<file path="config.mk">
export PLATFORM = sky130hd
export DESIGN_NAME = cacheTagStage
export DESIGN_NICKNAME = d
export VERILOG_FILES = /design/src/cachePkg.sv /design/src/cacheTagStage.sv
export SDC_FILE = /design/constraint.sdc
export NUM_CORES = 1
export LEC_CHECK = 0
export BUFFER_PORTS_ARGS = -buffer_cell sky130_fd_sc_hd__buf_2
export CELL_PAD_IN_SITES_DETAIL_PLACEMENT = 0
export CELL_PAD_IN_SITES_GLOBAL_PLACEMENT = 1
export CORE_MARGIN = 2
export CORE_UTILIZATION = 58
export CTS_CLUSTER_DIAMETER = 200
export DETAILED_ROUTE_END_ITERATION = 10
export PLACE_DENSITY_LB_ADDON = 0.1
export SYNTH_ARGS = -nofsm -noshare
export SYNTH_HDL_FRONTEND = slang
export SYNTH_SLANG_ARGS = --single-unit
</file>
<file path="constraint.sdc">
create_clock -name clk -period 5.6 [get_ports clk]
set_clock_uncertainty 0.05 [all_clocks]
set_input_delay 0.28 -clock clk [delete_from_list [all_inputs] [get_ports clk]]
set_output_delay 0.28 -clock clk [all_outputs]
set_load 0.01 [all_outputs]
</file>
<file path="src/cachePkg.sv">
// cache geometry constants, field width typedefs, operation enum and pipeline stage structs
package cachePkg;

	// word width in bits
	localparam int dataWidth = 16;

	// cache geometry
	localparam int numSets = 64;
	localparam int numWays = 2;
	localparam int wordsPerBlock = 8;

	// word address width, tag takes whatever set and offset leave over
	localparam int addrWidth = 16;
	localparam int setBits = $clog2(numSets);
	localparam int wordBits = $clog2(wordsPerBlock);
	localparam int tagBits = addrWidth - setBits - wordBits;

	// plain vectors for the fields that carry a meaning
	typedef logic [dataWidth-1:0] wordT;
	typedef logic [tagBits-1:0] tagT;
	typedef logic [setBits-1:0] setIdxT;
	typedef logic [wordBits-1:0] wordIdxT;
	// tag in the high bits, then set, then word offset
	typedef logic [addrWidth-1:0] addrT;

	// request operations
	typedef enum logic [1:0] {
		opRead,
		opWrite,
		opFill
	} cacheOpT;

	// one request entering the tag stage
	typedef struct packed {
		logic valid;
		cacheOpT op;
		tagT tag;
		setIdxT set;
		wordIdxT word;
		wordT data;
	} cacheReqT;

	// tag stage result handed to the data stage
	// way is only meaningful when hit is set
	typedef struct packed {
		logic valid;
		cacheOpT op;
		setIdxT set;
		wordIdxT word;
		wordT data;
		logic hit;
		logic way;
	} lookupT;

	// response seen at the top level
	typedef struct packed {
		logic valid;
		logic hit;
		wordT data;
	} cacheRespT;

endpackage

</file>
<file path="src/cacheTagStage.sv">
// tag stage with tag, valid and LRU arrays, hit detection, victim choice and the lookup register
`timescale 1ns/1ns

module cacheTagStage (
	input  logic clk,
	input  logic rst,
	// incoming request, sampled every cycle
	input  cachePkg::cacheReqT req,
	// registered lookup record for the data stage
	output cachePkg::lookupT lookup
);

	// per-way tag storage
	cachePkg::tagT tagMem [cachePkg::numWays][cachePkg::numSets];

	// per-way valid bits, one per set
	logic [cachePkg::numSets-1:0] validBits [cachePkg::numWays];

	// one LRU bit per set
	// the bit names the way to evict next
	logic [cachePkg::numSets-1:0] lruBits;

	// way chosen by the first word of the current fill
	logic fillWay;

	// per-way tag match for the request set
	logic [cachePkg::numWays-1:0] wayHit;
	logic anyHit;
	logic hitWay;

	// victim for a fill start
	logic victim;

	// request decode
	logic isAccess;
	logic isFill;
	logic isFillStart;

	// next lookup record
	cachePkg::lookupT nextLookup;

	// tag compare against both ways
	always_comb begin
		for (int w = 0; w < cachePkg::numWays; w++) begin
			wayHit[w] = validBits[w][req.set] && (tagMem[w][req.set] == req.tag);
		end
	end

	assign anyHit = |wayHit;
	// way 0 wins if a tag ever sits in both ways
	assign hitWay = !wayHit[0];

	assign victim = lruBits[req.set];

	// reads and writes both do a lookup
	assign isAccess = req.valid && (req.op == cachePkg::opRead || req.op == cachePkg::opWrite);
	assign isFill = req.valid && (req.op == cachePkg::opFill);
	// offset 0 opens a new block fill
	assign isFillStart = isFill && (req.word == '0);

	// build the record handed to the data stage
	always_comb begin
		nextLookup.valid = req.valid;
		nextLookup.op = req.op;
		nextLookup.set = req.set;
		nextLookup.word = req.word;
		nextLookup.data = req.data;
		if (req.op == cachePkg::opFill) begin
			// fills always write, so they carry hit
			nextLookup.hit = 1'b1;
			// first word takes the victim, later words the remembered way
			nextLookup.way = (req.word == '0) ? victim : fillWay;
		end else begin
			nextLookup.hit = anyHit;
			nextLookup.way = hitWay;
		end
	end

	// tag install on a fill start
	always_ff @(posedge clk) begin
		if (isFillStart) begin
			tagMem[victim][req.set] <= req.tag;
		end
	end

	// valid bits
	always_ff @(posedge clk) begin
		if (rst) begin
			validBits <= '{default: '0};
		end else if (isFillStart) begin
			validBits[victim][req.set] <= 1'b1;
		end
	end

	// LRU bits point away from the way just used
	always_ff @(posedge clk) begin
		if (rst) begin
			lruBits <= '0;
		end else if (isFillStart) begin
			lruBits[req.set] <= !victim;
		end else if (isAccess && anyHit) begin
			lruBits[req.set] <= !hitWay;
		end
	end

	// remembered fill way
	always_ff @(posedge clk) begin
		if (rst) begin
			fillWay <= 1'b0;
		end else if (isFillStart) begin
			fillWay <= victim;
		end
	end

	// lookup register
	// payload loads every cycle, only the valid bit is cleared by reset
	always_ff @(posedge clk) begin
		lookup <= nextLookup;
		if (rst) begin
			lookup.valid <= 1'b0;
		end
	end

endmodule

</file>
==> results of run 1 <==
[layer usage]
metal | vias up | wire (microns) | global-route usage
met5 | - | 25 | 0
met4 | 4 | 5300 | 0.1181
met3 | 336 | 19270 | 0.1178
met2 | 2133 | 59040 | 0.5049
met1 | 14270 | 53370 | 0.5082
li1 | 11550 | - | -
[state kept, by name (all words and copies together) (netlist names)]
signal / count
tagMem: 896
validBits: 128
lruBits: 64
lookup: 30
fillWay: 1
[worst max-delay path by stage]
stage	from	endpoint	slack, ps	cells after the start
5_1_grt	req[21]	lruBits[59]$_SDFFE_PP0P_	300	13
2_1_floorplan	req[21]	tagMem[0][49]$_DFFE_PP_	1740	14
4_1_cts	req[21]	lruBits[42]$_SDFFE_PP0P_	500	13
3_5_place_dp	req[21]	lruBits[42]$_SDFFE_PP0P_	390	12
3_3_place_gp	req[21]	lruBits[10]$_SDFFE_PP0P_	450	12
6_report	req[21]	lruBits[11]$_SDFFE_PP0P_	370	13
[kinds of logic after synthesis]
family / synth area share
buffers and inverters: 0.02333
xor gates and xnor gates: 0.002788
and+or+nand+nor: 0.06697
DFF: 0.7133
AOI/OAI and AO/OA: 0.08459
muxes: 0.1090
[critical path, cell delays in order]
cell	delay (ps)
dlygate4sd3_1	560
buf_8	450
or4bb_1	900
o22ai_1	760
a211o_1	190
a211oi_1	60
o22ai_1	210
xor2_1	130
or4_1	580
or4_2	680
buf_4	360
o221ai_1	280
o21ai_1	110
[report_power, final]
group	internal, W	switching, W	total, W
clock	0.00427	0.00317	0.00744
sequential	0.00898	0.00000468	0.00898
combinational	0.000291	0.000708	0.000999
total	0.0135	0.00388	0.0174
[area by class of cell]
class,instances,area [sq um]
Clock buffer,152,3075
Tap cell,969,1212
Clock inverter,59,568.0
Fill cell,5169,24780
Multi-Input combinational cell,1520,11640
Sequential cell,1119,31370
Timing Repair Buffer,272,2028
Inverter,5,18.77
Antenna cell,2,5.005
[layout by cell type (no fill, tap or decap), types with 12 or more instances in the layout]
master / count
a21oi_1: 36
a221o_1: 12
a221oi_1: 72
a22o_1: 13
a22oi_1: 78
buf_2: 55
buf_4: 184
clkbuf_1: 30
clkbuf_16: 114
clkinv_1: 12
clkinv_2: 22
dfxtp_1: 223
dlygate4sd3_1: 27
edfxtp_1: 896
mux2_2: 55
mux2i_1: 156
mux4_2: 116
nand2_1: 116
nand3_1: 22
nor2_1: 407
nor2b_1: 12
nor3_1: 16
o211ai_1: 22
o21ai_0: 32
o21ai_1: 55
o221ai_1: 62
o22ai_1: 62
[through the flow]
stage / power, W / instance area [sq um] / cells
floorplan: 0.009643 / 43980 / 2851
global placement: 0.01010 / 46000 / 3858
detailed placement: 0.01011 / 46000 / 3858
CTS: 0.01744 / 49910 / 4096
global route: 0.01779 / 49910 / 4096
finish: 0.01742 / 49920 / 4098
==> results.tsv, run 1 <==
stage	metric	value	unit
run_status	status	finished, final reports clean	
cells_and_area	drive_gt1_frac	0.2043	
global_routing	overflow	0	
worst_setup_path	criticalPathCategory	in -> reg	
cells_and_area	fin_util	0.6683	
sta	worst_slew_pin_slew	1396	ps
place	gp_congestion	0.9621	
route	drt_iter0_drc	4642	
route	drc	0	
cts	htree_num_levels	3	
cts	cts_tree	done	
route	num_vias	28290	
global_routing	grt_pass1_wl	195200	microns
die	die_w	279.4	microns
worst_setup_path	r2r-start	tagMem[1][183]$_DFFE_PP_	
cells_and_area	syn2layout_area_growth	13.51	%
synth	synth-async-reset-ratio	0	
place	hpwl	86390	microns
worst_setup_path	r2r.worst_path.cells	11	
worst_setup_path	r2r_end	lruBits[11]$_SDFFE_PP0P_	
worst_setup_path	worstSetupStartpointType	input pin	
route	wire_per_inst	33.43	microns
worst_setup_path	critical_path.max_fanout	64	
synth	synth_nets	2888	
cts	cts_hold_buf	27	
synth	netlist_area	0.04398	sq mm
die	ios	67	
synth	ys_types	65	
cts	post-cts-setup-buffers	0	
die	die_h	279.4	microns
worst_setup_path	r2r_setup_slack	1240	ps
synth	synthTopCellsByArea	edfxtp_1, dfxtp_1, mux4_2	
cts	cts_resized	0	
cts	clkTransAtPathRegs	60	ps
route	vias_per_cell	6.904	
synth	yosys-top-cells-count	edfxtp_1, nor2_1, dfxtp_1	
job	max_cap_violations	0	
sta	clock.fmax	0.1911	GHz
place	port_buffers	66	
sta	period_share	0.9346	
synth	synth_edf_count	896	
synth	synth_most_common_cell	edfxtp_1	
sta	setup_viol	0	
worst_setup_path	required	6060	ps
die	num_rows	100	
global_routing	grt_pass1_vias	27170	
worst_hold_path	worstHoldPathCells	2	
sta	hold_viol	0	
worst_hold_path	hp-class	in -> reg	
pwr	p_leak	16.59	nW
sta	rsz0062_at_grt	false	
die	initial_core_util	0.5887	
sta	finalSetupTns	0	ps
synth	syn_inst	2851	
worst_setup_path	arrival	5700	ps
synth	yosysWarnings	0	
global_routing	gr-usage-all-layers	0.3516	
sta	slew_headroom	0.06710	
die	dieArea	0.07804	sq mm
route	routed_wl	137000	microns
sta	period_minus_slack	5234	ps
cts	clock-sinks	1119	
worst_setup_path	crit_path_end_kind	flop	
synth	synth_seq_cells	1119	
pwr	power_density	348.9	mW/mm^2
synth	synth_area_per_cell	15.43	sq um
place	place_ws	390.7	ps
global_routing	grt_max_degree	89	
die	design.core.area	0.07470	sq mm
synth	netlist.area_leader.share	0.6118	
sta	slew_violations	0	
cts	clk_latency	690	ps
cells_and_area	fin_nets	3066	
synth	synth_top_area_cell	edfxtp_1	
global_routing	antenna_found_initial	6	
cts	cts-buffers-inserted	111	
sta	setup_ws	366.2	ps
sta	hold_ws	57.29	ps
worst_hold_path	holdPathEnd	validBits[87]$_SDFFE_PP0P_	
synth	synth-main-ff-cell	edfxtp_1	
cts	cts_buffer_depth	3	
route	drt_pass1_iterations	6	
worst_hold_path	hold_start	rst	
synth	seq_area_frac_synth	0.7133	
pwr	peakVddDrop	0.3292	mV
route	detail-route-antenna-nets	0	
cts	cts-root-buf	clkbuf_16	
No activity file was read; power rests on OpenSTA's default activity.
==> run 2: changes to the inputs <==
--- a/config.mk
+++ b/config.mk
@@ -5,12 +5,13 @@
 export SDC_FILE = /design/constraint.sdc
 export NUM_CORES = 1
 export LEC_CHECK = 0
+export ABC_AREA = 1
 export BUFFER_PORTS_ARGS = -buffer_cell sky130_fd_sc_hd__buf_2
 export CELL_PAD_IN_SITES_DETAIL_PLACEMENT = 0
 export CELL_PAD_IN_SITES_GLOBAL_PLACEMENT = 1
 export CORE_MARGIN = 2
-export CORE_UTILIZATION = 58
-export CTS_CLUSTER_DIAMETER = 200
+export CORE_UTILIZATION = 54
+export CTS_CLUSTER_DIAMETER = 80
 export DETAILED_ROUTE_END_ITERATION = 10
 export PLACE_DENSITY_LB_ADDON = 0.1
 export SYNTH_ARGS = -nofsm -noshare
==> results.tsv, run 2 <==
stage	metric	value	unit	change
run_status	status	finished, final reports clean		unchanged
sta	finalSetupTns	0	ps	unchanged
cells_and_area	fill_cells	7429		was 5169
cells_and_area	syn2layout_area_growth	11.71	%	was 13.51%
die	initial_core_util	0.5430		was 0.5887
synth	synth_seq_cells	1119		unchanged
synth	ys_types	34		was 65
worst_setup_path	cpPeakStageDelay	580	ps	was 900 ps
route	num_vias	33380		was 28290
global_routing	antenna_found_initial	4		was 6
global_routing	gr-usage-all-layers	0.2953		was 0.3516
global_routing	grt_pass1_vias	31350		was 27170
die	num_rows	109		was 100
cells_and_area	layout_commonest_cell	nand2_1		was edfxtp_1
cts	clock-sinks	1119		unchanged
cts	clk_latency	710	ps	was 690 ps
cells_and_area	largest_reg_flops	896		unchanged
sta	period_minus_slack	4489	ps	was 5234 ps
synth	yosysWarnings	0		unchanged
cells_and_area	final_area	0.05335	sq mm	was 0.04992 sq mm
worst_setup_path	required	6150	ps	was 6060 ps
synth	synth_edf_count	896		unchanged
synth	netlist_area	0.04776	sq mm	was 0.04398 sq mm
cts	htree_num_levels	3		unchanged
cts	cts_tree	done		unchanged
place	gp_congestion	0.8922		was 0.9621
route	drc	0		unchanged
global_routing	grt_max_degree	129		was 89
worst_setup_path	criticalPathCategory	in -> reg		unchanged
cts	cts-root-buf	clkbuf_16		unchanged
route	wire_per_inst	21.42	microns	was 33.43 microns
worst_setup_path	arrival	5040	ps	was 5700 ps
worst_setup_path	worstSetupStartpointType	input pin		unchanged
sta	period_share	0.8016		was 0.9346
cells_and_area	fin_nets	5018		was 3066
die	ios	67		unchanged
synth	synth-main-ff-cell	edfxtp_1		unchanged
die	design.core.area	0.08797	sq mm	was 0.07470 sq mm
cells_and_area	antennaDiodeCount	0		was 2
cts	cts_hold_buf	32		was 27
synth	synthTopCellsByArea	edfxtp_1, nand2_1, dfxtp_1		was edfxtp_1, dfxtp_1, mux4_2
die	dieArea	0.09085	sq mm	was 0.07804 sq mm
sta	clock.fmax	0.2228	GHz	was 0.1911 GHz
route	drt_iter0_drc	3466		was 4642
synth	synth-async-reset-ratio	0		unchanged
worst_setup_path	cpMostUsedCell	nand2_1		was o22ai_1
synth	synth_most_common_cell	nand2_1		was edfxtp_1
global_routing	grt_pass1_wl	198300	microns	was 195200 microns
pwr	p_leak	22.41	nW	was 16.59 nW
cells_and_area	top_register	tagMem		unchanged
cts	cts-buffers-inserted	113		was 111
synth	yosys-top-cells-count	nand2_1, edfxtp_1, inv_1		was edfxtp_1, nor2_1, dfxtp_1
synth	netlist.area_leader.share	0.5633		was 0.6118
synth	synth_top_area_cell	edfxtp_1		unchanged
route	vias_per_cell	5.345		was 6.904
route	detail-route-antenna-nets	0		unchanged
die	die_h	301.4	microns	was 279.4 microns
sta	hold_viol	0		unchanged
sta	setup_viol	0		unchanged
worst_setup_path	crit_path_end_kind	flop		unchanged
worst_hold_path	hp-class	in -> reg		unchanged
synth	synth_nets	4944		was 2888
route	drt_pass1_iterations	6		unchanged
worst_setup_path	cp_num_buf_inv	5		was 3
cts	cts_buffer_depth	3		unchanged
cells_and_area	mostFrequentLayoutCells	nand2_1, edfxtp_1, inv_1, nor2_1, nand3_1		was edfxtp_1, nor2_1, dfxtp_1, buf_4, mux2i_1
worst_setup_path	critical-path-top-delay-family	buffers and inverters		was simple AND/OR/NAND/NOR gates
place	place_area	0.04926	sq mm	was 0.04600 sq mm
worst_setup_path	r2r_setup_slack	1730	ps	was 1240 ps
cells_and_area	drive_gt1_frac	0.09114		was 0.2043
synth	synth_area_per_cell	9.734	sq um	was 15.43 sq um
sta	rsz0062_at_grt	false		unchanged
cells_and_area	reg_top3	tagMem: 896 flops, validBits: 128 flops, lruBits: 64 flops		unchanged
cts	post-cts-setup-buffers	0		unchanged
place	hpwl	83240	microns	was 86390 microns
worst_setup_path	critical_path.max_fanout	128		was 64
pwr	peakVddDrop	0.3977	mV	was 0.3292 mV
worst_setup_path	cp_cell_sequence	dlygate4sd3_1 -> buf_2 -> buf_4 -> nor2_4 -> buf_4 -> o21ai_0 -> o21ai_0 -> o21ai_1 -> nand2_1 -> nor2_1 -> nand3_1 -> nand2_1 -> nor2_1 -> nand4_1 -> nand2_1 -> nand2_1 -> nand2_4 -> buf_12 -> nand3_1 -> nand2_1 -> nor2_1		was dlygate4sd3_1 -> buf_8 -> or4bb_1 -> o22ai_1 -> a211o_1 -> a211oi_1 -> o22ai_1 -> xor2_1 -> or4_1 -> or4_2 -> buf_4 -> o221ai_1 -> o21ai_1
route	routed_wl	133800	microns	was 137000 microns
worst_setup_path	cp_slowest_cell	buf_4		was or4bb_1
place	port_buffers	66		unchanged
sta	slew_headroom	0.1016		was 0.06710
synth	seq_area_frac_synth	0.6568		was 0.7133
die	die_w	301.4	microns	was 279.4 microns
sta	worst_slew_pin_slew	1337	ps	was 1396 ps
cts	clkTransAtPathRegs	60	ps	about the same
pwr	power_density	329.0	mW/mm^2	was 348.9 mW/mm^2
sta	slew_violations	0		unchanged
cts	cts_resized	0		unchanged
global_routing	overflow	0		unchanged
synth	syn_inst	4907		was 2851
job	max_cap_violations	0		unchanged
## run 2: cell count changes after synthesis, sizes merged, moves of 116 or more
cell,before,now
mux2i,156,0
o21ai,95,238
nand2,116,1340
inv,5,716
nand3,22,348
mux4,116,0
## run 2: metal layers
layer,GRT usage,vias to the layer above,share of wire
met1,0.4132,16020,0.43
met4,0.1050,0,0.034
met2,0.4684,1125,0.46
li1,-,16010,-
met5,0,-,0
met3,0.04928,224,0.070
## run 2: cell families (layout without fill, tap and decap cells)
kind of cell	Yosys count	after routing	share of synthesized area
AOI/OAI and AO/OA	484	484	0.05758
buffers and inverters	965	1138	0.08370
DFF	1119	1119	0.6568
and+or+nand+nor	2339	2339	0.2019
## run 2: final timing paths
| kind | from | to | cells after the start |
|---|---|---|---|
| setup / recovery | req[21] | lruBits[8]$_SDFFE_PP0P_ | 21 |
| hold / removal | req[26] | tagMem[1][435]$_DFFE_PP_ | 1 |
| setup reg to reg | tagMem[0][433]$_DFFE_PP_ | lruBits[8]$_SDFFE_PP0P_ | 18 |
| hold reg to reg | validBits[94]$_SDFFE_PP0P_ | validBits[94]$_SDFFE_PP0P_ | 2 |
## run 2: per-stage QoR
step / util / hold slack, ps / cells / total power [W] / setup slack [ps]
final: 0.6065 / 32.07 / 6245 / 0.01756 / 1111
after global routing: 0.6065 / 39.43 / 6245 / 0.01803 / 893.9
after CTS: 0.6065 / 10.88 / 6245 / 0.01762 / 1294
after detailed placement: 0.5600 / 333.6 / 5999 / 0.01004 / 1097
after global placement: 0.5598 / 332.2 / 5998 / 0.01003 / 1060
after floorplan: - / 257.7 / 4907 / 0.009628 / 2553
## run 2: report_power, final
| part | switching [W] | total (W) | internal [W] |
|---|---|---|---|
| logic | 0.000690 | 0.000904 | 0.000213 |
| registers | 0.00000330 | 0.00898 | 0.00897 |
| clock network | 0.00322 | 0.00767 | 0.00446 |
## run 2: worst register-to-register path, cell delays in order, from the launching register on
cell and delay (ps):
edfxtp_1 340, or2_2 270, nand3_1 70, nand2_1 50
o21ai_0 480, nand2_1 150, nor2_1 540, nand2_1 100
nand2_1 90, nand2_1 50, nor2_1 100, nand4_1 280
nand2_1 160, nand2_1 90, nand2_4 90, buf_12 370
nand3_1 310, nand2_1 120, nor2_1 70
## run 2: final cells by class
cell class                 count  area [sq um]  area share
timing repair buffer         206          1608     0.03013
tap                         1165          1458     0.02732
sequential                  1119         31370      0.5880
clock buffer                 156          3249     0.06090
inverter                     718          2703     0.05065
multi-input combinational   2823         12450      0.2333
clock inverter                58         521.8    0.009779
